## src/common/bpu_params.svh

```systemverilog
// Table depths and index widths of the branch prediction unit
`ifndef BPU_PARAMS_SVH
`define BPU_PARAMS_SVH

// ----------------------------------------
// Branch target buffer
// ----------------------------------------

// Direct mapped, indexed by the low word-address bits
`define BTB_DEPTH 64
`define BTB_IDX_W 6

// Tag is the rest of the 30-bit word address
`define BTB_TAG_W (30 - `BTB_IDX_W)

// ----------------------------------------
// Direction counters
// ----------------------------------------

`define BHT_DEPTH 256
`define BHT_IDX_W 8

// ----------------------------------------
// Return address stack
// ----------------------------------------

`define RAS_DEPTH 8
`define RAS_PTR_W 3

`endif
```

## src/common/bpu_pkg.sv

```systemverilog
// Predictor types: byte and word addresses, direction counter, branch class
package bpu_pkg;

	// ----------------------------------------
	// Addresses
	// ----------------------------------------

	// Full byte address
	typedef logic [31:0] addr_t;

	// Word address, a PC without its two low bits
	typedef logic [29:0] waddr_t;

	// ----------------------------------------
	// Direction counter
	// ----------------------------------------

	// 2-bit saturating counter, high bit gives the direction
	typedef logic [1:0] ctr_t;

	// Saturation limits
	localparam ctr_t CTR_STRONG_NT = 2'd0;
	localparam ctr_t CTR_STRONG_T  = 2'd3;

	// Reset value, weakly not taken
	localparam ctr_t CTR_WEAK_NT   = 2'd1;

	// ----------------------------------------
	// Branch class kept in the BTB
	// ----------------------------------------

	// Return picks the RAS top, PC-relative consults the counter
	typedef enum logic [1:0] {
		BR_PC_RELATIVE = 2'd0,
		BR_ABSOLUTE    = 2'd1,
		BR_CALL        = 2'd2,
		BR_RETURN      = 2'd3
	} br_class_e;

endpackage : bpu_pkg

```

## src/bpu/bpu_ras.sv

```systemverilog
// Circular return address stack with push, pop, top and empty flag
`timescale 1ns/1ns

`include "bpu_params.svh"

module bpu_ras (
	input  logic            clk,
	input  logic            reset_i,
	input  logic            push_i,
	input  bpu_pkg::waddr_t push_addr_i,
	input  logic            pop_i,
	output bpu_pkg::waddr_t top_o,
	output logic            empty_o
);

	bpu_pkg::waddr_t       stack [`RAS_DEPTH];

	// Points at the next free slot
	logic [`RAS_PTR_W-1:0] wr_ptr;
	logic [`RAS_PTR_W-1:0] top_ptr;

	// Occupancy, 0 to RAS_DEPTH
	logic [`RAS_PTR_W:0]   count;

	assign top_ptr = wr_ptr - 1'b1;
	assign top_o   = stack[top_ptr];
	assign empty_o = (count == '0);

	// ----------------------------------------
	// Pointer and occupancy
	// ----------------------------------------

	always_ff @(posedge clk) begin
		if (reset_i) begin
			wr_ptr <= '0;
			count  <= '0;
		end else if (push_i) begin
			wr_ptr <= wr_ptr + 1'b1;
			// Full stack drops the oldest entry
			if (count != `RAS_DEPTH) begin
				count <= count + 1'b1;
			end
		end else if (pop_i && !empty_o) begin
			wr_ptr <= top_ptr;
			count  <= count - 1'b1;
		end
	end

	// ----------------------------------------
	// Entries
	// ----------------------------------------

	always_ff @(posedge clk) begin
		if (push_i) begin
			stack[wr_ptr] <= push_addr_i;
		end
	end

endmodule : bpu_ras

```

## config.mk

```make
export PLATFORM = sky130hd
export DESIGN_NAME = bpu_ras
export DESIGN_NICKNAME = d
export VERILOG_FILES = /design/src/common/bpu_pkg.sv /design/src/bpu/bpu_ras.sv
export VERILOG_INCLUDE_DIRS = /design/src /design/src/common
export SDC_FILE = /design/constraint.sdc
export NUM_CORES = 1
export LEC_CHECK = 0
export ABC_AREA = 1
export BUFFER_PORTS_ARGS = -buffer_cell sky130_fd_sc_hd__buf_4
export CORE_MARGIN = 1.5
export CORE_UTILIZATION = 57
export CTS_BUF_LIST = sky130_fd_sc_hd__clkbuf_8
export DETAILED_ROUTE_END_ITERATION = 10
export PLACE_DENSITY_LB_ADDON = 0.25
export SYNTH_ARGS = -nofsm -noshare
export SYNTH_HDL_FRONTEND = slang
export SYNTH_SLANG_ARGS = --single-unit
```

## constraint.sdc

```tcl
create_clock -name clk -period 2.8 [get_ports clk]
set_clock_uncertainty 0.1 [all_clocks]
set_input_delay 0.42 -clock clk [delete_from_list [all_inputs] [get_ports clk]]
set_output_delay 0.42 -clock clk [all_outputs]
set_load 0.02 [all_outputs]
```

==> results of run 1 <==
metrics by stage:
step,setup TNS (ns),power (W)
global route,-0.136,0.0102
CTS,0,0.00946
floorplan,0,0.00604
global placement,0,0.00685
detailed placement,0,0.00691
finish,0,0.00968
worst max-delay path, delay by kind of cell (launching register included):
kind                       cells  cell delay (ns)
DFF                            1             0.36
AOI/OAI and AO/OA              2             0.30
adders and majority gates      1             0.33
buffers and inverters          5             0.53
and+or+nand+nor                2             0.22
worst paths after layout:
| path | end | slack, ns | cells past startpoint |
|---|---|---|---|
| hold / removal | stack[2][3]$_DFFE_PP_ | 0.03 | 1 |
| setup / recovery | top_o[9] | 0.02 | 10 |
| setup reg to reg | stack[7][19]$_DFFE_PP_ | 0.62 | 5 |
| hold reg to reg | count[2]$_SDFFE_PP0P_ | 0.43 | 2 |
cell families after synthesis:
group,after synthesis
AND/OR/NAND/NOR,397
buffers and inverters,90
AO/OA/AOI/OAI,153
XOR/XNOR,2
adder cells (fa/ha/maj),5
flip-flops,247
Yosys cell counts (all sizes together):
library cell / instances
and2: 1
clkbuf: 16
xnor2: 2
nand3: 8
clkinv: 1
fa: 1
edfxtp: 240
nand2: 126
inv: 41
nand3b: 1
a21oi: 3
ha: 4
nor2: 259
or2: 1
o21ai: 150
buf: 32
nand4: 1
dfxtp: 7
per-layer routing:
layer,global-route usage,up-vias,share of wire
li1,-,3225,-
met1,0.299,3221,0.42
met2,0.369,230,0.49
met3,0.0430,44,0.062
met4,0.0721,0,0.024
met5,0,-,0
layout make-up:
| type | instances | area (um2) |
|---|---|---|
| sequential | 247 | 7350 |
| fill | 1242 | 5480 |
| multi-input combinational | 557 | 2480 |
| timing repair buffer | 101 | 937 |
| clock buffer | 39 | 537 |
| tap | 225 | 282 |
| inverter | 42 | 173 |
| clock inverter | 25 | 103 |
| timing repair inverter | 1 | 8.76 |
registers in the layout, summed over array words and instances, names as in the netlist:
register / flops
count: 4
stack: 240
wr_ptr: 3
timing repair:
item,4_1_cts,5_1_grt
endpoints found under the hold margin,3,0
setup buffers,0,9
hold buffers,1,0
resized for setup,5,26
pin swaps,0,3
setup endpoints to repair,29,24
cloned,0,5
power groups by stage:
| stage | Combinational (W) | Clock [W] | Sequential (W) |
|---|---|---|---|
| after floorplan | 0.00165 | 0 | 0.00438 |
| after global placement | 0.00247 | 0 | 0.00438 |
| after detailed placement | 0.00251 | 0 | 0.00439 |
| after CTS | 0.00254 | 0.00260 | 0.00432 |
| after global routing | 0.00308 | 0.00276 | 0.00433 |
| final | 0.00280 | 0.00257 | 0.00432 |
==> out/results.txt, run 1 <==
number of global-route vias before repair: 5989
crit path max fanout: 7
Slew headroom: 0.637
status: finished clean
P_int: 0.00660 W
Core Footprint: 0.0174 mm2
clock share of power: 0.265
Slew Limit Fails: 0
drt total wl: 21.4 mm
initial antenna violation count: 0
worst slew pin tran: 0.544 ns
commonest non-fill, non-tap cell in the layout: nor2_1
Port Buffers: 64
initial core utilization: 0.587
Die ar.: 0.0187 mm2
Clock Path Buffers: 3
Leakage: 4.54 nW
Max-Cap Viols: 0
Peak VDD IR: 0.000469 V
min Tclk post-route: 2.78 ns
Post-Synth XOR/XNOR Area: 0.00172
sequential area share after synthesis: 0.721
Post-DRT Antenna Nets: 0
vias after detailed routing: 6720
DRT iter0 DRCs: 545
DR DRC count: 0
CTS Buf Count: 38
Area Overhead vs Synth: 16.6%
CP max-delay cell: dfxtp_4
yosys warns: 0
CTS tree: done
startpoint types: flip-flop
# rows: 48
multiplexer area fraction after synthesis: 0
Antenna diodes: 0
top cells by area, synth: edfxtp_1 (71%), nor2_1 (9.5%), nand2_1 (4.6%), o21ai_0 (4.0%), o21ai_1 (3.3%)
drt via density: 5.43
crit-path cells: inv_2 > ha_4 > clkinv_8 > buf_4 > nor2_1 > o21ai_0 > nand2_1 > inv_1 > o21ai_1 > buf_4
nets@finish: 1027
commonest non-fill, non-tap cells in the layout: nor2_1 (248), edfxtp_1 (240), nand2_1 (126), buf_4 (83), o21ai_0 (80)
htree depth: 2
I/O pin count: 65
clk_lat worst skew: 0.51 ns
Crit. End Element: primary output
f_max: 359 MHz
Final GP Congestion: 0.758
Post-Synth Adder-Cell Area: 0.00688
Worst EP arrival: 2.26 ns
Net Sw Frac: 0.318
Hold Path Class: in2reg
top cell type's share of synthesized area: 0.708
CTS root buffer: clkbuf_8
Netlist Area Pre-Place: 0.0102 mm2
post-synth top area cell: edfxtp_1
power per cell area: 815 mW/mm2
first-pass GRT wire length: 31.3 mm
source of the worst register-to-register timing path: wr_ptr[0]$_SDFFE_PP0P_
Req. time, crit path: 2.28 ns
final hold slack: 0.0298 ns
max incr delay on CP: 0.36 ns
fin worst setup slack: 0.0157 ns
clk sinks: 247
P_sw: 0.00308 W
DR pass1 iterations: 5
per-cell routed wire length: 17.3 um
Clock Pin Slew Worst Setup and Hold Paths: 0.06 ns
post-synthesis register bit count: 247
total global-route track usage: 0.223
hold_sp: push_addr_i[3]
fin area: 0.0119 mm2
main combinational cell family by area after synthesis: simple AND/OR/NAND/NOR gates
Yosys cell types: 27
setup violators final: 0
Fin. Hold Viols: 0
Syn Inst Count: 894
post-synthesis compound-gate area fraction: 0.0756
Reg power frac: 0.446
DIE WIDTH: 137 um
Detailed Place HPWL: 10.9 mm
most frequent CP cell: buf_4
placed cell area: 0.0110 mm2
Final Util: 0.684
placed cells: 1158
Crit. Startpoint: wr_ptr[1]$_SDFFE_PP0P_
Tcrit/Tclk final: 0.994
Post-Synth Simple-Gate Area: 0.148
Post-Syn Area per Cell: 11.4 um2
Die Y: 137 um
largest net degree at the start of global routing: 124
Layout Cells excl Fill: 1237
share of cells above drive strength 1: 0.171
Syn Nets: 933
WS Path Type: reg2out
logic gate share of total power: 0.289
post-place setup slack: 0.320 ns
total grt overflow: 0
No activity file was read; power rests on OpenSTA's default activity.
==> inputs of run 2 (changes only) <==
Settings changed: CORE_UTILIZATION 57 to 67, SETUP_SLACK_MARGIN set to 0.1.
Clock period 2.8 ns to 3.6 ns, I/O delays scaled along.
==> run 2 against run 1 <==
Compared with the run above: clock power is 18% lower; non-clock buffer count is 23 lower; sequential power is 22% lower; power is 24% lower; combinational power is 32% lower; critical path type unchanged.
==> out/results.txt, run 2 (synthesis gave the netlist of run 1 again) <==
clk_lat worst skew: 0.51 ns (about the same)
Top Usage Layer GRT: met2 (unchanged)
Port Buffers: 64 (unchanged)
DRT iter0 DRCs: 701 (was 545)
vias after detailed routing: 6769 (was 6720)
total grt overflow: 0 (unchanged)
DIE WIDTH: 126 um (was 137 um)
Peak VDD IR: 0.000620 V (was 0.000469 V)
largest net degree at the start of global routing: 123 (was 124)
number of global-route vias before repair: 6856 (was 5989)
Clock Pin Slew Worst Setup and Hold Paths: 0.06 ns (about the same)
total global-route track usage: 0.271 (was 0.223)
Filler Cell Count: 876 (was 1242)
WS Path Type: reg2out (unchanged)
met3 usage: 0.0607 (was 0.0430)
CP max-delay cell: buf_4 (was dfxtp_4)
Critical path buffers and inverters: 4 (was 5)
Max-Cap Viols: 0 (unchanged)
Final Util: 0.782 (was 0.684)
Reg power frac: 0.456 (was 0.446)
most flop-heavy register: stack (unchanged)
f_max: 310 MHz
met2 global-route usage: 0.468 (was 0.369)
setup bufs post-CTS: 0 (unchanged)
Crit. End Element: primary output (unchanged)
crit-path cells: inv_4 > buf_4 > o21ai_0 > nand2_1 > inv_1 > o21ai_1 > buf_4 (was inv_2 > ha_4 > clkinv_8 > buf_4 > nor2_1 > o21ai_0 > nand2_1 > inv_1 > o21ai_1 > buf_4)
crit path max fanout: 122 (was 7)
clk sinks: 247 (unchanged)
nets@finish: 1003 (was 1027)
drt via density: 5.76 (was 5.43)
Fin. Hold Viols: 0 (unchanged)
setup TNS: 0 ns (unchanged)
Leakage: 4.38 nW (was 4.54 nW)
initial core utilization: 0.693 (was 0.587)
Core Footprint: 0.0147 mm2 (was 0.0174 mm2)
worst slew pin tran: 1.12 ns (was 0.544 ns)
logic gate share of total power: 0.259 (was 0.289)
htree depth: 2 (unchanged)
Die ar.: 0.0159 mm2 (was 0.0187 mm2)
final hold slack: 0.112 ns (was 0.0298 ns)
Net Sw Frac: 0.314 (was 0.318)
commonest non-fill, non-tap cells in the layout: nor2_1 (251), edfxtp_1 (240), nand2_1 (126), o21ai_0 (82), buf_4 (74) (was nor2_1 (248), edfxtp_1 (240), nand2_1 (126), buf_4 (83), o21ai_0 (80))
Detailed Place HPWL: 11.8 mm (was 10.9 mm)
max incr delay on CP: 0.82 ns (was 0.36 ns)
status: finished clean (unchanged)
P_sw: 0.00232 W (was 0.00308 W)
DR pass1 iterations: 5 (unchanged)
share of cells above drive strength 1: 0.138 (was 0.171)
Final GP Congestion: 0.817 (was 0.758)
setup violators final: 0 (unchanged)
drt total wl: 20.8 mm (was 21.4 mm)
Req. time, crit path: 2.96 ns (was 2.28 ns)
Area Overhead vs Synth: 12.8% (was 16.6%)
min Tclk post-route: 3.23 ns
DR DRC count: 0 (unchanged)
commonest non-fill, non-tap cell in the layout: nor2_1 (unchanged)
Slew headroom: 0.254 (was 0.637)
initial antenna violation count: 0 (unchanged)
most frequent CP cell: buf_4 (unchanged)
Clock Path Buffers: 3 (unchanged)
I/O pin count: 65 (unchanged)
startpoint types: flip-flop (unchanged)
Post-DRT Antenna Nets: 0 (unchanged)
Tcrit/Tclk final: 0.896
# rows: 44 (was 48)
RSZ-0062 raised after global routing: false
first-pass GRT wire length: 33.5 mm (was 31.3 mm)
Hold Path Class: in2reg (unchanged)
CTS Buf Count: 38 (unchanged)
clock share of power: 0.285 (was 0.265)
per-cell routed wire length: 17.7 um (was 17.3 um)
P_int: 0.00505 W (was 0.00660 W)
Slew Limit Fails: 0 (unchanged)
Antenna diodes: 0 (unchanged)
max FFs per register: 240 (unchanged)
power per cell area: 641 mW/mm2 (was 815 mW/mm2)
M1 GR Usage: 0.340 (was 0.299)
Worst path top cell family by delay: buffers and inverters (unchanged)
Worst EP arrival: 2.59 ns (was 2.26 ns)
CTS root buffer: clkbuf_8 (unchanged)
Top Registers: stack (240), count (4), wr_ptr (3) (unchanged)
Die Y: 126 um (was 137 um)
CTS tree: done (unchanged)
run 2: cell count changes in the layout (fill, tap and decap cells not counted), sizes merged:
cell / change
clkbuf: -1
buf: -20
clkinv: -2
bufinv: +1
dlygate4sd3: -1
inv: +3
run 2: layout make-up:
class	instances	area (um2)	area share
clock buffer	40	551	0.0479
clock inverter	28	138	0.0120
inverter	42	163	0.0142
multi-input combinational	557	2430	0.212
sequential	247	7350	0.640
tap	184	230	0.0200
timing repair buffer	78	627	0.0546
run 2: path summary, 6_finish.rpt:
check | start | to | slack (ns) | cells after the start
setup / recovery | wr_ptr[0]$_SDFFE_PP0P_ | top_o[17] | 0.37 | 7
hold reg to reg | count[2]$_SDFFE_PP0P_ | count[2]$_SDFFE_PP0P_ | 0.44 | 2
hold / removal | reset_i | wr_ptr[2]$_SDFFE_PP0P_ | 0.11 | 2
setup reg to reg | wr_ptr[0]$_SDFFE_PP0P_ | stack[0][11]$_DFFE_PP_ | 0.45 | 5
run 2: metrics by stage:
step / power, W / instance area [um2] / setup WS, ns / instances
2_1_floorplan: 0.00469 / 10200 / 0.907 / 894
3_5_place_dp: 0.00531 / 10800 / 0.497 / 1108
4_1_cts: 0.00740 / 11500 / 0.222 / 1176
3_3_place_gp: 0.00524 / 10800 / 0.628 / 1108
5_1_grt: 0.00773 / 11500 / 0.207 / 1176
6_report: 0.00737 / 11500 / 0.375 / 1176
run 2: routing by layer:
metal	wire length (um)	part of all wire	vias up
met4	480	0.023	0
met2	10700	0.51	297
met5	0	0	-
li1	-	-	3174
met3	1570	0.075	58
met1	8070	0.39	3240
run 2: repair_timing:
action,CTS,global route
setup endpoints to repair,11,13
resized for setup,1,1
pin swaps,0,0
hold buffers,0,0
run 2: power by group through the flow:
stage	clock (W)	combinational [W]	sequential, W
6_report	0.00210	0.00191	0.00336
3_3_place_gp	0	0.00183	0.00341
3_5_place_dp	0	0.00189	0.00342
5_1_grt	0.00225	0.00211	0.00337
2_1_floorplan	0	0.00129	0.00341
4_1_cts	0.00213	0.00191	0.00336
==> inputs of run 3 (changes only) <==
--- a/config.mk
+++ b/config.mk
@@ -9,6 +9,8 @@
 export ABC_AREA = 1
 export BUFFER_PORTS_ARGS = -buffer_cell sky130_fd_sc_hd__buf_4
+export CELL_PAD_IN_SITES_DETAIL_PLACEMENT = 1
+export CELL_PAD_IN_SITES_GLOBAL_PLACEMENT = 2
 export CORE_MARGIN = 1.5
-export CORE_UTILIZATION = 67
+export CORE_UTILIZATION = 46
 export CTS_BUF_LIST = sky130_fd_sc_hd__clkbuf_8
 export DETAILED_ROUTE_END_ITERATION = 10
==> constraint.sdc (replaced) <==
create_clock -name clk -period 3.6 [get_ports clk]
set_clock_uncertainty 0.1 [all_clocks]
set_input_delay 0.54 -clock clk [delete_from_list [all_inputs] [get_ports clk]]
set_output_delay 0.54 -clock clk [all_outputs]
set_load 0.005 [all_outputs]
==> run 3 against run 2 <==
Compared with the run above: worst hold slack worse by 0.019 ns; flip-flop and latch count stayed put; worst setup slack worse by 0.17 ns; first-iteration DRC count is 49% lower; highest routed layer unchanged; power is 0.69% higher.
==> out/results.txt, run 3 (synthesis gave the netlist of run 1 again) <==
# rows: 54 (was 44)
nets@finish: 1006 (was 1003)
crit-path cells: inv_1 > ha_2 > inv_4 > nor2_1 > o21ai_1 > nand2_1 > nand2_1 > o21ai_1 > buf_4 (was inv_4 > buf_4 > o21ai_0 > nand2_1 > inv_1 > o21ai_1 > buf_4)
RSZ-0062 raised after global routing: true (was false)
Post-DRT Antenna Nets: 0 (unchanged)
drt via density: 5.29 (was 5.76)
Detailed Place HPWL: 14.0 mm (was 11.8 mm)
per-cell routed wire length: 19.5 um (was 17.7 um)
CP max-delay cell: inv_4 (was buf_4)
status: finished clean (unchanged)
total global-route track usage: 0.224 (was 0.271)
setup TNS: 0 ns (unchanged)
DIE WIDTH: 152 um (was 126 um)
commonest non-fill, non-tap cells in the layout: nor2_1 (251), edfxtp_1 (240), nand2_1 (126), o21ai_0 (82), buf_4 (70) (was nor2_1 (251), edfxtp_1 (240), nand2_1 (126), o21ai_0 (82), buf_4 (74))
hold_sp: reset_i (unchanged)
CTS root buffer: clkbuf_8 (unchanged)
total grt overflow: 0 (unchanged)
Final GP Congestion: 0.757 (was 0.817)
worst slew pin tran: 0.850 ns (was 1.12 ns)
most flop-heavy register: stack (unchanged)
Clock Path Buffers: 3 (unchanged)
I/O pin count: 65 (unchanged)
clk_lat worst skew: 0.54 ns (was 0.51 ns)
DR DRC count: 0 (unchanged)
vias after detailed routing: 6761 (was 6769)
drt total wl: 24.8 mm (was 20.8 mm)
CTS tree: done (unchanged)
startpoint types: flip-flop (unchanged)
Core Footprint: 0.0218 mm2 (was 0.0147 mm2)
max incr delay on CP: 0.58 ns (was 0.82 ns)
Tcrit/Tclk final: 0.943 (was 0.896)
source of the worst register-to-register timing path: wr_ptr[0]$_SDFFE_PP0P_ (unchanged)
Req. time, crit path: 2.96 ns (about the same)
Worst EP arrival: 2.75 ns (was 2.59 ns)
Peak VDD IR: 0.000304 V (was 0.000620 V)
Slew Limit Fails: 0 (unchanged)
Worst path top cell family by delay: buffers and inverters (unchanged)
htree depth: 2 (unchanged)
final hold slack: 0.0927 ns (was 0.112 ns)
CTS Buf Count: 41 (was 38)
setup bufs post-CTS: 0 (unchanged)
Max-Cap Viols: 0 (unchanged)
power per cell area: 633 mW/mm2 (was 641 mW/mm2)
WS Path Type: reg2out (unchanged)
Port Buffers: 64 (unchanged)
clk sinks: 247 (unchanged)
DRT iter0 DRCs: 359 (was 701)
max FFs per register: 240 (unchanged)
Clock Pin Slew Worst Setup and Hold Paths: 0.06 ns (about the same)
DR pass1 iterations: 4 (was 5)
setup violators final: 0 (unchanged)
first-pass GRT wire length: 38.8 mm (was 33.5 mm)
Fin. Hold Viols: 0 (unchanged)
Final Util: 0.539 (was 0.782)
Die Y: 152 um (was 126 um)
Critical path buffers and inverters: 3 (was 4)
share of cells above drive strength 1: 0.141 (was 0.138)
Area Overhead vs Synth: 15.1% (was 12.8%)
power consumption: 0.00742 W (was 0.00737 W)
Slew headroom: 0.433 (was 0.254)
Antenna diodes: 0 (unchanged)
Crit. Startpoint: wr_ptr[1]$_SDFFE_PP0P_ (was wr_ptr[0]$_SDFFE_PP0P_)
Hold Path Class: in2reg (unchanged)
Leakage: 4.44 nW (was 4.38 nW)
Die ar.: 0.0230 mm2 (was 0.0159 mm2)
commonest non-fill, non-tap cell in the layout: nor2_1 (unchanged)
min Tclk post-route: 3.39 ns (was 3.23 ns)
f_max: 295 MHz (was 310 MHz)
initial core utilization: 0.468 (was 0.693)
initial antenna violation count: 0 (unchanged)
Top Registers: stack (240), count (4), wr_ptr (3) (unchanged)
Crit. End Element: primary output (unchanged)
number of global-route vias before repair: 7297 (was 6856)
crit path max fanout: 60 (was 122)
largest net degree at the start of global routing: 123 (unchanged)
[run 3: report_power, final]
group          total (W)  internal [W]  switching (W)
logic            0.00177      0.000651        0.00112
clock network    0.00229       0.00121        0.00108
registers        0.00336       0.00331      0.0000484
total            0.00742       0.00518        0.00224
[run 3: routing by layer]
layer,share of wire,vias up,track usage
li1,-,3185,-
met2,0.50,142,0.393
met5,0,-,0
met1,0.42,3387,0.282
met4,0.024,0,0.0769
met3,0.053,47,0.0368
[run 3: final cells by class]
class / instances / area [um2]
Fill cell: 2319 / 10000
Sequential cell: 247 / 7350
Multi-Input combinational cell: 557 / 2430
Timing Repair Buffer: 78 / 668
Clock buffer: 45 / 619
Tap cell: 280 / 350
Inverter: 42 / 163
Clock inverter: 28 / 136
[run 3: worst paths after layout]
kind / cells after the start / endpoint / slack, ns
max: 9 / top_o[15] / 0.21
min: 2 / wr_ptr[1]$_SDFFE_PP0P_ / 0.09
max reg2reg: 5 / stack[4][19]$_DFFE_PP_ / 0.82
min reg2reg: 2 / count[2]$_SDFFE_PP0P_ / 0.43
[run 3: metrics by stage]
stage	worst slack (ns)	instance area, um2	instances
2_1_floorplan	0.907	10200	894
3_3_place_gp	0.472	10900	1204
3_5_place_dp	0.432	10900	1204
4_1_cts	0.167	11700	1277
5_1_grt	0.0801	11700	1277
6_report	0.207	11700	1277
[run 3: timing repair]
action                                  CTS  global route
endpoints found under the setup margin   30             6
gates cloned                              0             0
hold buffers                              0             0
pin swaps                                 0             0
gates resized for setup                   4             2
