==> src/common/bpu_params.svh <==
// Table depths and index widths of the branch prediction unit
`ifndef BPU_PARAMS_SVH
`define BPU_PARAMS_SVH

// ----------------------------------------
// Branch target buffer
// ----------------------------------------

// Direct mapped, indexed by the low word-address bits
`define BTB_DEPTH 64
`define BTB_IDX_W 6

// Tag is the rest of the 30-bit word address
`define BTB_TAG_W (30 - `BTB_IDX_W)

// ----------------------------------------
// Direction counters
// ----------------------------------------

`define BHT_DEPTH 256
`define BHT_IDX_W 8

// ----------------------------------------
// Return address stack
// ----------------------------------------

`define RAS_DEPTH 8
`define RAS_PTR_W 3

`endif
==> src/common/decode_pkg.sv <==
// Decoder-side types: branch type, compare type, offset field, register index
package decode_pkg;

	// Branch kind from the decoder
	typedef enum logic [1:0] {
		BRANCH_INVALID   = 2'd0,
		BRANCH_IMMEDIATE = 2'd1,
		BRANCH_INDIRECT  = 2'd2,
		BRANCH_CONDITION = 2'd3
	} branch_type_e;

	// Compare for conditional branches
	// LSS..GEQ are signed, LTU and GEU unsigned
	typedef enum logic [2:0] {
		CMP_EQL = 3'd0,
		CMP_NEQ = 3'd1,
		CMP_LSS = 3'd2,
		CMP_GER = 3'd3,
		CMP_LEQ = 3'd4,
		CMP_GEQ = 3'd5,
		CMP_LTU = 3'd6,
		CMP_GEU = 3'd7
	} cmp_type_e;

	// Instruction bits [25:0]
	// rd index sits in [4:0], rj index in [9:5], offs16 in [25:10]
	typedef logic [25:0] offs_t;

	// Architectural register index
	typedef logic [4:0] reg_idx_t;

	// Link register r1
	localparam reg_idx_t REG_RA = 5'd1;

endpackage : decode_pkg

==> src/common/bpu_pkg.sv <==
// Predictor types: byte and word addresses, direction counter, branch class
package bpu_pkg;

	// ----------------------------------------
	// Addresses
	// ----------------------------------------

	// Full byte address
	typedef logic [31:0] addr_t;

	// Word address, a PC without its two low bits
	typedef logic [29:0] waddr_t;

	// ----------------------------------------
	// Direction counter
	// ----------------------------------------

	// 2-bit saturating counter, high bit gives the direction
	typedef logic [1:0] ctr_t;

	// Saturation limits
	localparam ctr_t CTR_STRONG_NT = 2'd0;
	localparam ctr_t CTR_STRONG_T  = 2'd3;

	// Reset value, weakly not taken
	localparam ctr_t CTR_WEAK_NT   = 2'd1;

	// ----------------------------------------
	// Branch class kept in the BTB
	// ----------------------------------------

	// Return picks the RAS top, PC-relative consults the counter
	typedef enum logic [1:0] {
		BR_PC_RELATIVE = 2'd0,
		BR_ABSOLUTE    = 2'd1,
		BR_CALL        = 2'd2,
		BR_RETURN      = 2'd3
	} br_class_e;

endpackage : bpu_pkg

==> src/rtl/branch_feedback.sv <==
// Branch resolution, misprediction detect and table-update decode
`timescale 1ns/1ns

module branch_feedback (
	input  logic                     resolve_valid_i,
	input  bpu_pkg::addr_t           pc_i,
	input  bpu_pkg::addr_t           rj_i,
	input  bpu_pkg::addr_t           rd_i,
	input  decode_pkg::offs_t        offs_i,
	input  decode_pkg::branch_type_e branch_type_i,
	input  decode_pkg::cmp_type_e    cmp_type_i,
	input  logic                     branch_link_i,
	input  bpu_pkg::addr_t           pred_npc_i,
	output logic                     taken_o,
	output bpu_pkg::addr_t           next_pc_o,
	output logic                     flush_o,
	output bpu_pkg::br_class_e       br_class_o,
	output logic                     btb_we_o,
	output logic                     bht_we_o,
	output logic                     ras_push_o,
	output logic                     ras_pop_o
);

	decode_pkg::reg_idx_t rj_idx;
	decode_pkg::reg_idx_t rd_idx;
	bpu_pkg::addr_t       offs26_ext;
	bpu_pkg::addr_t       offs16_ext;
	bpu_pkg::addr_t       pc_plus4;
	bpu_pkg::addr_t       target;
	bpu_pkg::addr_t       resolved_pc;
	logic                 is_branch;
	logic                 is_indirect;
	logic                 is_cond;
	logic                 cond_hold;
	logic                 taken;

	// Register indices live in the low offset bits
	assign rj_idx = offs_i[9:5];
	assign rd_idx = offs_i[4:0];

	// Sign extended and scaled to bytes
	assign offs26_ext = {{4{offs_i[25]}}, offs_i, 2'b00};
	assign offs16_ext = {{14{offs_i[25]}}, offs_i[25:10], 2'b00};
	assign pc_plus4   = pc_i + 32'd4;

	assign is_branch   = (branch_type_i != decode_pkg::BRANCH_INVALID);
	assign is_indirect = (branch_type_i == decode_pkg::BRANCH_INDIRECT);
	assign is_cond     = (branch_type_i == decode_pkg::BRANCH_CONDITION);

	// ----------------------------------------
	// Target and direction
	// ----------------------------------------

	always_comb begin
		case (branch_type_i)
			decode_pkg::BRANCH_IMMEDIATE: target = pc_i + offs26_ext;
			decode_pkg::BRANCH_INDIRECT:  target = rj_i + offs16_ext;
			decode_pkg::BRANCH_CONDITION: target = pc_i + offs16_ext;
			default:                      target = pc_plus4;
		endcase
	end

	always_comb begin
		case (cmp_type_i)
			decode_pkg::CMP_EQL: cond_hold = (rj_i == rd_i);
			decode_pkg::CMP_NEQ: cond_hold = (rj_i != rd_i);
			decode_pkg::CMP_LSS: cond_hold = ($signed(rj_i) <  $signed(rd_i));
			decode_pkg::CMP_GER: cond_hold = ($signed(rj_i) >  $signed(rd_i));
			decode_pkg::CMP_LEQ: cond_hold = ($signed(rj_i) <= $signed(rd_i));
			decode_pkg::CMP_GEQ: cond_hold = ($signed(rj_i) >= $signed(rd_i));
			decode_pkg::CMP_LTU: cond_hold = (rj_i <  rd_i);
			decode_pkg::CMP_GEU: cond_hold = (rj_i >= rd_i);
			default:             cond_hold = 1'b0;
		endcase
	end

	// Unconditional kinds are always taken
	assign taken       = is_cond ? cond_hold : is_branch;
	assign resolved_pc = taken ? target : pc_plus4;

	// ----------------------------------------
	// Branch class for the BTB and RAS
	// ----------------------------------------

	always_comb begin
		if (is_branch && ((is_indirect && rd_idx == decode_pkg::REG_RA) || branch_link_i)) begin
			br_class_o = bpu_pkg::BR_CALL;
		end else if (is_indirect && rj_idx == decode_pkg::REG_RA && offs_i[25:10] == '0) begin
			br_class_o = bpu_pkg::BR_RETURN;
		end else if (branch_type_i == decode_pkg::BRANCH_IMMEDIATE || is_indirect) begin
			br_class_o = bpu_pkg::BR_ABSOLUTE;
		end else begin
			br_class_o = bpu_pkg::BR_PC_RELATIVE;
		end
	end

	// Outputs qualified by the resolve strobe
	assign taken_o    = resolve_valid_i && taken;
	assign next_pc_o  = resolve_valid_i ? resolved_pc : '0;
	assign flush_o    = resolve_valid_i && (pred_npc_i != resolved_pc);

	// Table strobes
	assign btb_we_o   = taken_o;
	assign bht_we_o   = resolve_valid_i && is_cond;
	assign ras_push_o = resolve_valid_i && (br_class_o == bpu_pkg::BR_CALL);
	assign ras_pop_o  = resolve_valid_i && (br_class_o == bpu_pkg::BR_RETURN);

endmodule : branch_feedback

==> config.mk <==
export PLATFORM = sky130hd
export DESIGN_NAME = branch_feedback
export DESIGN_NICKNAME = d
export VERILOG_FILES = /design/src/common/bpu_params.svh /design/src/common/decode_pkg.sv /design/src/common/bpu_pkg.sv /design/src/rtl/branch_feedback.sv
export SDC_FILE = /design/constraint.sdc
export NUM_CORES = 1
export LEC_CHECK = 0
export BUFFER_PORTS_ARGS = -buffer_cell sky130_fd_sc_hd__buf_2
export CAP_MARGIN = 20
export CORE_MARGIN = 8
export CORE_UTILIZATION = 53
export DETAILED_ROUTE_END_ITERATION = 8
export PLACE_DENSITY = 0.82
export SYNTH_ARGS = -nofsm -noshare
export SYNTH_HDL_FRONTEND = slang
export SYNTH_SLANG_ARGS = --single-unit
==> constraint.sdc <==
create_clock -name vclk -period 9.6
set_clock_uncertainty 0.15 [all_clocks]
set_input_delay 2.4 -clock vclk [all_inputs]
set_output_delay 2.4 -clock vclk [all_outputs]
set_load 0.02 [all_outputs]
==> summary.md, run 1 <==
| Metric | Value |
|---|---|
| Worst hold start | branch_link_i |
| Largest net degree at the start of global routing | 37 |
| Final wirelength | 26600 um |
| Top-Level Pins | 201 |
| Final period utilization | 0.979 |
| DRC Markers | 0 |
| Gr usage total | 0.306 |
| Layout cell share with drive strength beyond 1 | 0.248 |
| Final setup violation count | 0 |
| Chip Width | 129 um |
| Die ar. | 0.0165 mm^2 |
| Diodes inserted | 0 |
| Commonest cells after routing, fill and taps aside | buf_2 (201), ha_1 (94), nand2_1 (76) |
| Yosys warning total | 0 |
| CORE AREA | 0.0125 mm^2 |
| DP Worst Slack | 0.192 ns |
| Minimum clock period | 9.40 ns |
| Area growth syn-to-layout | 18.5% |
| Nets | 1383 |
| Site Rows | 41 |
| Die H | 129 um |
| Max-slew headroom | 0.461 |
| DRT Pass-1 Iters | 5 |
| Syn nets | 1193 |
| Routed Antenna Nets | 0 |
| CP cell instances | buf_2 -> ha_4 -> mux2_2 -> ha_1 -> fa_1 -> a211oi_1 -> o21ai_1 -> a311o_1 -> a2111oi_0 -> buf_4 -> nor2_1 -> xor2_1 -> a32oi_1 -> mux2i_1 -> xor2_1 -> nor4_1 -> nand4_1 -> nor2_1 -> a41oi_1 -> buf_2 |
| Nature of the critical path endpoint | output pin |
| Avg Inst Size Synth | 7.17 um^2 |
| Drt via density | 6.39 |
| Worst path max stage delay | 0.43 ns |
| VDD IR max | 0.0406 mV |
| MaxCap Viol Count | 0 |
| Cell leakage power | 3.75 nW |
| First-pass GRT wire length | 41000 um |
| WP data required | 7.05 ns |
| Most common cell after layout, fill and taps aside | buf_2 |
| Number of sequential cells | 0 |
| Final Hold Viols | 0 |
| Hold slack | 5.14 ns |
| Syn Inst Count | 935 |
| Pwr/cell area | 73.8 mW/mm^2 |
| Vias | 8271 |
| Status | complete, no violations |
| DR WL/cell | 20.6 um |
| Port Buffers | 201 |
| GP Congestion | 1.03 |
| Crit Path Max Fanout | 4 |
| Fmax | 0.106 GHz |
| Tot Pwr | 0.000587 W |
| CP max-delay cell | fa_1 |
| Hold buffers post-CTS | 0 |
| 1st-iter DRT viols | 896 |
| Mapped cell area | 0.00671 mm^2 |
| Worst Slack Setup Final | 0.200 ns |
| Worst min-delay path category | in2out |
| CP top delay family | compound AO/OA/AOI/OAI gates |
| Crit path DAT | 6.85 ns |
| Worst Hold End | br_class_o[0] |
| WP buf/inv | 3 |
| Worst Setup Start Kind | input pin |
| Register area | 0 um^2 |
| Pins Over Slew Limit | 0 |
| Detailed placement HPWL | 22300 um |
| Vias in the first global route | 7937 |
| # clk buffers | 0 |
| Placed Cells | 1293 |
| Register area share after synthesis | 0 |
| Final cell count without fillers | 1295 |
| Starting Density | 0.538 |
| Initial antenna violation count | 2 |
| Crit Path Category | in2out |
| Netlist cell types | 78 |
| Grt ovf | 0 |
| Setup TNS | 0 ns |
| Worst-Margin Slew | 0.789 ns |
| Worst Hold Depth | 4 |
## metrics by stage
stage | util | cell area [um^2]
finish | 0.638 | 7950
global route | 0.638 | 7950
CTS | 0.634 | 7900
detailed placement | 0.634 | 7900
global placement | 0.634 | 7900
floorplan | - | 6710
## layer usage
metal | vias up | global-route usage | wire length, um
met4 | 4 | 0.133 | 1250
met5 | - | 0 | 31
met1 | 3733 | 0.377 | 10500
met2 | 500 | 0.505 | 12000
met3 | 98 | 0.0637 | 2880
li1 | 3936 | - | -
## report_power, final
part           total, W  switching, W  internal, W  leakage, nW
Sequential            0             0            0            0
Clock                 0             0            0            0
Combinational  0.000587      0.000345     0.000242         3.75
Total          0.000587      0.000345     0.000242         3.75
## cell type report
class                      count  area (um^2)
multi-input combinational    843         6320
timing repair buffer         219         1180
fill                        1171         4520
inverter                      61          229
tap                          172          215
## logic make-up (layout without fill, tap and decap cells)
| kind of cell | count (synthesis) | after routing | synth area share |
|---|---|---|---|
| compound gates | 288 | 288 | 0.298 |
| xor+xnor | 107 | 107 | 0.140 |
| fa+ha+maj | 97 | 97 | 0.183 |
| buf+inv | 92 | 280 | 0.0599 |
| mux | 46 | 46 | 0.0746 |
| simple gates | 305 | 305 | 0.245 |
## cells in the mapped netlist, drive strengths merged, types with 9 or more instances
cell type	instances	area, um^2
and2	15	93.8
nor4	15	128
a31oi	13	81.3
xor2	50	438
nand3	28	140
a21o	28	210
or3	9	57.6
a211oi	17	128
a21oi	72	360
nor3	19	95.1
inv	61	229
buf	11	97.6
nand2	76	285
o21a	9	67.6
xnor2	57	499
ha	95	1190
and3	19	129
mux2	32	360
a22oi	16	120
nor2b	9	63.8
o21ai	48	240
clkbuf	20	75.1
nand4	27	169
nor2	51	191
mux2i	14	140
## how the worst max path moves through the flow
stage	from	end	slack, ns	cells past startpoint
final	branch_type_i[0]	flush_o	0.20	20
after detailed placement	branch_type_i[0]	flush_o	0.19	20
after global placement	branch_type_i[0]	flush_o	0.27	20
after floorplan	branch_type_i[0]	flush_o	0.20	19
after CTS	branch_type_i[0]	flush_o	0.19	20
after global routing	branch_type_i[0]	flush_o	-0.01	20
## repair_timing
action / CTS / global route
resized for setup: 0 / 4
endpoints found under the setup margin: 0 / 1
setup buffers: 0 / 1
(Power assumes the default switching activity.)
==> run 2: changes to the inputs <==
Settings changed: CELL_PAD_IN_SITES_DETAIL_PLACEMENT from default to 1, CELL_PAD_IN_SITES_GLOBAL_PLACEMENT from default to 2, CORE_UTILIZATION 53 to 30, PLACE_DENSITY 0.82 to default, PLACE_DENSITY_LB_ADDON from default to 0.1.
==> run 2 against run 1 <==
Net effect: die area rose by 66%; global-route usage is 7.1 points lower; first-iteration DRC count is 43% lower; via count is 2.4% lower; final area is 3.1% higher; fmax rose by 0.99%; total power increased by 5.6%; critical path type unchanged; largest power group unchanged.
==> summary.md, run 2 (synthesis results as in run 1) <==
| Metric | Value |
|---|---|
| Status | complete, no violations (unchanged) |
| Die ar. | 0.0274 mm^2 (was 0.0165 mm^2) |
| Initial antenna violation count | 1 (was 2) |
| Worst Setup Start Kind | input pin (unchanged) |
| First-pass GRT wire length | 49800 um (was 41000 um) |
| Final setup violation count | 0 (unchanged) |
| Crit Path Max Fanout | 14 (was 4) |
| Minimum clock period | 9.31 ns (was 9.40 ns) |
| Gr usage total | 0.235 (was 0.306) |
| Crit Path Category | in2out (unchanged) |
| Top-Level Pins | 201 (unchanged) |
| CORE AREA | 0.0219 mm^2 (was 0.0125 mm^2) |
| Diodes inserted | 0 (unchanged) |
| Die H | 166 um (was 129 um) |
| Placement Cell Area | 0.00813 mm^2 (was 0.00790 mm^2) |
| Pwr/cell area | 75.6 mW/mm^2 (was 73.8 mW/mm^2) |
| Post-route cell area | 0.00820 mm^2 (was 0.00795 mm^2) |
| Starting Density | 0.306 (was 0.538) |
| Area growth syn-to-layout | 22.2% (was 18.5%) |
| Crit path DAT | 6.76 ns (was 6.85 ns) |
| Hold slack | 5.14 ns (about the same) |
| Grt ovf | 0 (unchanged) |
| Detailed placement HPWL | 29000 um (was 22300 um) |
| Nature of the critical path endpoint | output pin (unchanged) |
| Final period utilization | 0.970 (was 0.979) |
| # clk buffers | 0 (unchanged) |
| VDD IR max | 0.0261 mV (was 0.0406 mV) |
| MaxCap Viol Count | 0 (unchanged) |
| Fmax | 0.107 GHz (was 0.106 GHz) |
| Layout cell share with drive strength beyond 1 | 0.265 (was 0.248) |
| 1st-iter DRT viols | 511 (was 896) |
| Number of sequential cells | 0 (unchanged) |
| Register area | 0 um^2 (unchanged) |
| GP Congestion | 0.923 (was 1.03) |
| Pins Over Slew Limit | 0 (unchanged) |
| Largest net degree at the start of global routing | 26 (was 37) |
| Final Hold Viols | 0 (unchanged) |
| Site Rows | 54 (was 41) |
| Chip Width | 166 um (was 129 um) |
| Routed Antenna Nets | 0 (unchanged) |
| Tot Pwr | 0.000620 W (was 0.000587 W) |
| Most common cell after layout, fill and taps aside | buf_2 (unchanged) |
| Hold buffers post-CTS | 0 (unchanged) |
| Setup TNS | 0 ns (unchanged) |
| DRC Markers | 0 (unchanged) |
| Vias | 8076 (was 8271) |
| Max-slew headroom | 0.423 (was 0.461) |
| Worst-Margin Slew | 0.860 ns (was 0.789 ns) |
| Vias in the first global route | 8454 (was 7937) |
| Placed Cells | 1413 (was 1293) |
| Drt via density | 5.72 (was 6.39) |
| Commonest cells after routing, fill and taps aside | buf_2 (201), ha_1 (95), nand2_1 (76) (was buf_2 (201), ha_1 (94), nand2_1 (76)) |
| Cell leakage power | 3.81 nW (was 3.75 nW) |
| Final cell count without fillers | 1413 (was 1295) |
| Port Buffers | 201 (unchanged) |
| Final wirelength | 33300 um (was 26600 um) |
| Worst min-delay path category | in2out (unchanged) |
| DR WL/cell | 23.6 um (was 20.6 um) |
| Nets | 1393 (was 1383) |
| DRT Pass-1 Iters | 8 (was 5) |
| WP data required | 7.05 ns (about the same) |
[run 2: what timing repair did]
item / CTS / global route
setup endpoints to repair: 1 / 1
pin swaps: 0 / 2
gates resized for setup: 2 / 15
buffers inserted: 0 / 0
hold endpoints to repair: 0 / 0
[run 2: worst paths after layout]
path | cells past startpoint | slack (ns) | from | to
worst min-delay path | 4 | 5.14 | branch_link_i | br_class_o[0]
worst max-delay path | 21 | 0.29 | branch_type_i[0] | flush_o
[run 2: final cells by class]
type	instances	area [um^2]
Fill cell	2857	13700
Multi-Input combinational cell	843	6370
Tap cell	280	350
Inverter	61	229
Timing Repair Buffer	229	1240
[run 2: worst max-delay path, cell delays in order]
cell and delay, ns:
buf_2 0.11, ha_1 0.24, buf_12 0.16, buf_6 0.19, mux2_2 0.35, ha_1 0.34, a21o_1 0.22, a21o_1 0.19
a311o_1 0.37, a2111oi_2 0.37, buf_4 0.17, nor2_1 0.05, xor2_1 0.15, a32oi_1 0.17, mux2i_1 0.12, xor2_1 0.16
nor4_2 0.30, nand4_1 0.19, nor2_1 0.16, a41oi_1 0.11, buf_2 0.20
[run 2: power breakdown]
| part | internal [W] | switching, W | total, W |
|---|---|---|---|
| Sequential | 0 | 0 | 0 |
| Clock | 0 | 0 | 0 |
| Combinational | 0.000250 | 0.000369 | 0.000620 |
[run 2: through the flow]
stage                util  worst slack, ns
finish              0.374            0.292
global route        0.374         -0.00240
detailed placement  0.371          -0.0143
global placement    0.371          -0.0641
CTS                 0.372           0.0837
floorplan               -            0.196
[run 2: routing by layer]
metal / vias to the layer above / global-route usage / share of wire
met2: 237 / 0.388 / 0.45
met3: 33 / 0.0238 / 0.065
met4: 0 / 0.0459 / 0.018
met5: - / 0 / 0
li1: 3933 / - / -
met1: 3873 / 0.324 / 0.46
==> run 3: changes to the inputs <==
Settings changed: ABC_CLOCK_PERIOD_IN_PS from default to 9600, GPL_TIMING_DRIVEN from default to 0.
==> run 3 against run 2 <==
Net effect: die area stayed put; critical path depth unchanged; via count is 1.3% higher; critical path type unchanged.
==> summary.md, run 3 (synthesis results as in run 1) <==
| Metric | Value |
|---|---|
| Nature of the critical path endpoint | output pin (unchanged) |
| Vias | 8185 (was 8076) |
| Area growth syn-to-layout | 25.5% (was 22.2%) |
| Status | complete, no violations (unchanged) |
| DRT Pass-1 Iters | 5 (was 8) |
| Die ar. | 0.0274 mm^2 (unchanged) |
| Worst Setup Start Kind | input pin (unchanged) |
| Worst Slack Setup Final | 0.135 ns (was 0.292 ns) |
| First-pass GRT wire length | 50300 um (was 49800 um) |
| GP Congestion | 0.916 (was 0.923) |
| Final wirelength | 33800 um (was 33300 um) |
| VDD IR max | 0.0287 mV (was 0.0261 mV) |
| Crit Path Category | in2out (unchanged) |
| Crit path DAT | 6.91 ns (was 6.76 ns) |
| Number of sequential cells | 0 (unchanged) |
| Layout cell share with drive strength beyond 1 | 0.272 (was 0.265) |
| Top-Level Pins | 201 (unchanged) |
| Final period utilization | 0.986 (was 0.970) |
| Routed Antenna Nets | 0 (unchanged) |
| Starting Density | 0.306 (unchanged) |
| Drt via density | 5.76 (was 5.72) |
| Worst min-delay path category | in2out (unchanged) |
| Fmax | 0.106 GHz (was 0.107 GHz) |
| Hold buffers post-CTS | 0 (unchanged) |
| Max-slew headroom | 0.352 (was 0.423) |
| Grt ovf | 0 (unchanged) |
| CORE AREA | 0.0219 mm^2 (unchanged) |
| Vias in the first global route | 8293 (was 8454) |
| Detailed placement HPWL | 29100 um (was 29000 um) |
| Cell leakage power | 3.82 nW (was 3.81 nW) |
| Commonest cells after routing, fill and taps aside | buf_2 (196), ha_1 (93), nand2_1 (75) (was buf_2 (201), ha_1 (95), nand2_1 (76)) |
| Most common cell after layout, fill and taps aside | buf_2 (unchanged) |
| Crit Path Max Fanout | 7 (was 14) |
| Worst-Margin Slew | 0.963 ns (was 0.860 ns) |
| Chip Width | 166 um (unchanged) |
| DP Worst Slack | -1.25 ns (was -0.0143 ns) |
| MaxCap Viol Count | 0 (unchanged) |
| Minimum clock period | 9.46 ns (was 9.31 ns) |
| 1st-iter DRT viols | 509 (was 511) |
| DR WL/cell | 23.7 um (was 23.6 um) |
| WP data required | 7.05 ns (about the same) |
| Pwr/cell area | 76.6 mW/mm^2 (was 75.6 mW/mm^2) |
| Area of the multi-input gates | 0.00657 mm^2 (was 0.00637 mm^2) |
| Site Rows | 54 (unchanged) |
| DRC Markers | 0 (unchanged) |
| Register area | 0 um^2 (unchanged) |
| Gr usage total | 0.237 (was 0.235) |
| Final Hold Viols | 0 (unchanged) |
| Nets | 1402 (was 1393) |
| Final setup violation count | 0 (unchanged) |
| Largest net degree at the start of global routing | 22 (was 26) |
| # clk buffers | 0 (unchanged) |
| Diodes inserted | 0 (unchanged) |
| Tot Pwr | 0.000645 W (was 0.000620 W) |
| Die H | 166 um (unchanged) |
| Pins Over Slew Limit | 0 (unchanged) |
| Final Util | 0.385 (was 0.374) |
| Initial antenna violation count | 1 (unchanged) |
| Fillers | 2822 (was 2857) |
| Port Buffers | 199 (was 201) |
==> run 3: cell types whose count changed in the layout (fill, tap and decap cells not counted), sizes merged <==
cell / change
buf: -10
clkbuf: +19
==> run 3: per-stage QoR <==
step	hold WS [ns]	instance area (um^2)	TNS [ns]	std cells
6_report	5.12	8420	0	1422
5_1_grt	5.13	8420	-0.0289	1422
4_1_cts	5.12	8210	0	1415
3_5_place_dp	5.12	8050	-3.78	1414
3_3_place_gp	5.12	8050	-3.60	1414
2_1_floorplan	4.84	6710	0	935
==> run 3: area by class of cell <==
cell class	instances	area share
Buffer	31	0.0245
Inverter	61	0.0272
Multi-Input combinational cell	843	0.780
Tap cell	280	0.0416
Timing Repair Buffer	207	0.126
==> run 3: routing by layer <==
layer	track usage	share of wire	vias to the layer above
li1	-	-	3954
met1	0.327	0.46	3929
met2	0.391	0.45	260
met3	0.0258	0.067	42
met4	0.0499	0.027	0
met5	0	0	-
==> run 3: critical path: stages <==
cell,delay (ns)
buf_4,0.13
ha_4,0.16
buf_8,0.13
clkbuf_16,0.14
mux2_4,0.31
ha_4,0.17
fa_2,0.40
a211oi_4,0.31
o21ai_4,0.13
a311o_1,0.39
a2111oi_4,0.40
nor2_1,0.10
xor2_1,0.17
a32oi_2,0.24
mux2i_1,0.14
xor2_1,0.19
nor4_2,0.28
nand4_1,0.21
nor2_1,0.18
a41oi_2,0.13
buf_4,0.19
==> run 3: power breakdown <==
group	internal [W]	total (W)	switching (W)
Clock	0	0	0
Sequential	0	0	0
Combinational	0.000257	0.000645	0.000388
==> run 3: repair_timing <==
item	in CTS	in global routing
endpoints found under the setup margin	10	1
pin swaps	8	17
gates resized for setup	30	35
buffers inserted	1	7
==> run 3: final timing paths <==
path | from | end | slack (ns) | cells past startpoint
max | branch_type_i[0] | flush_o | 0.14 | 21
min | resolve_valid_i | ras_pop_o | 5.12 | 3
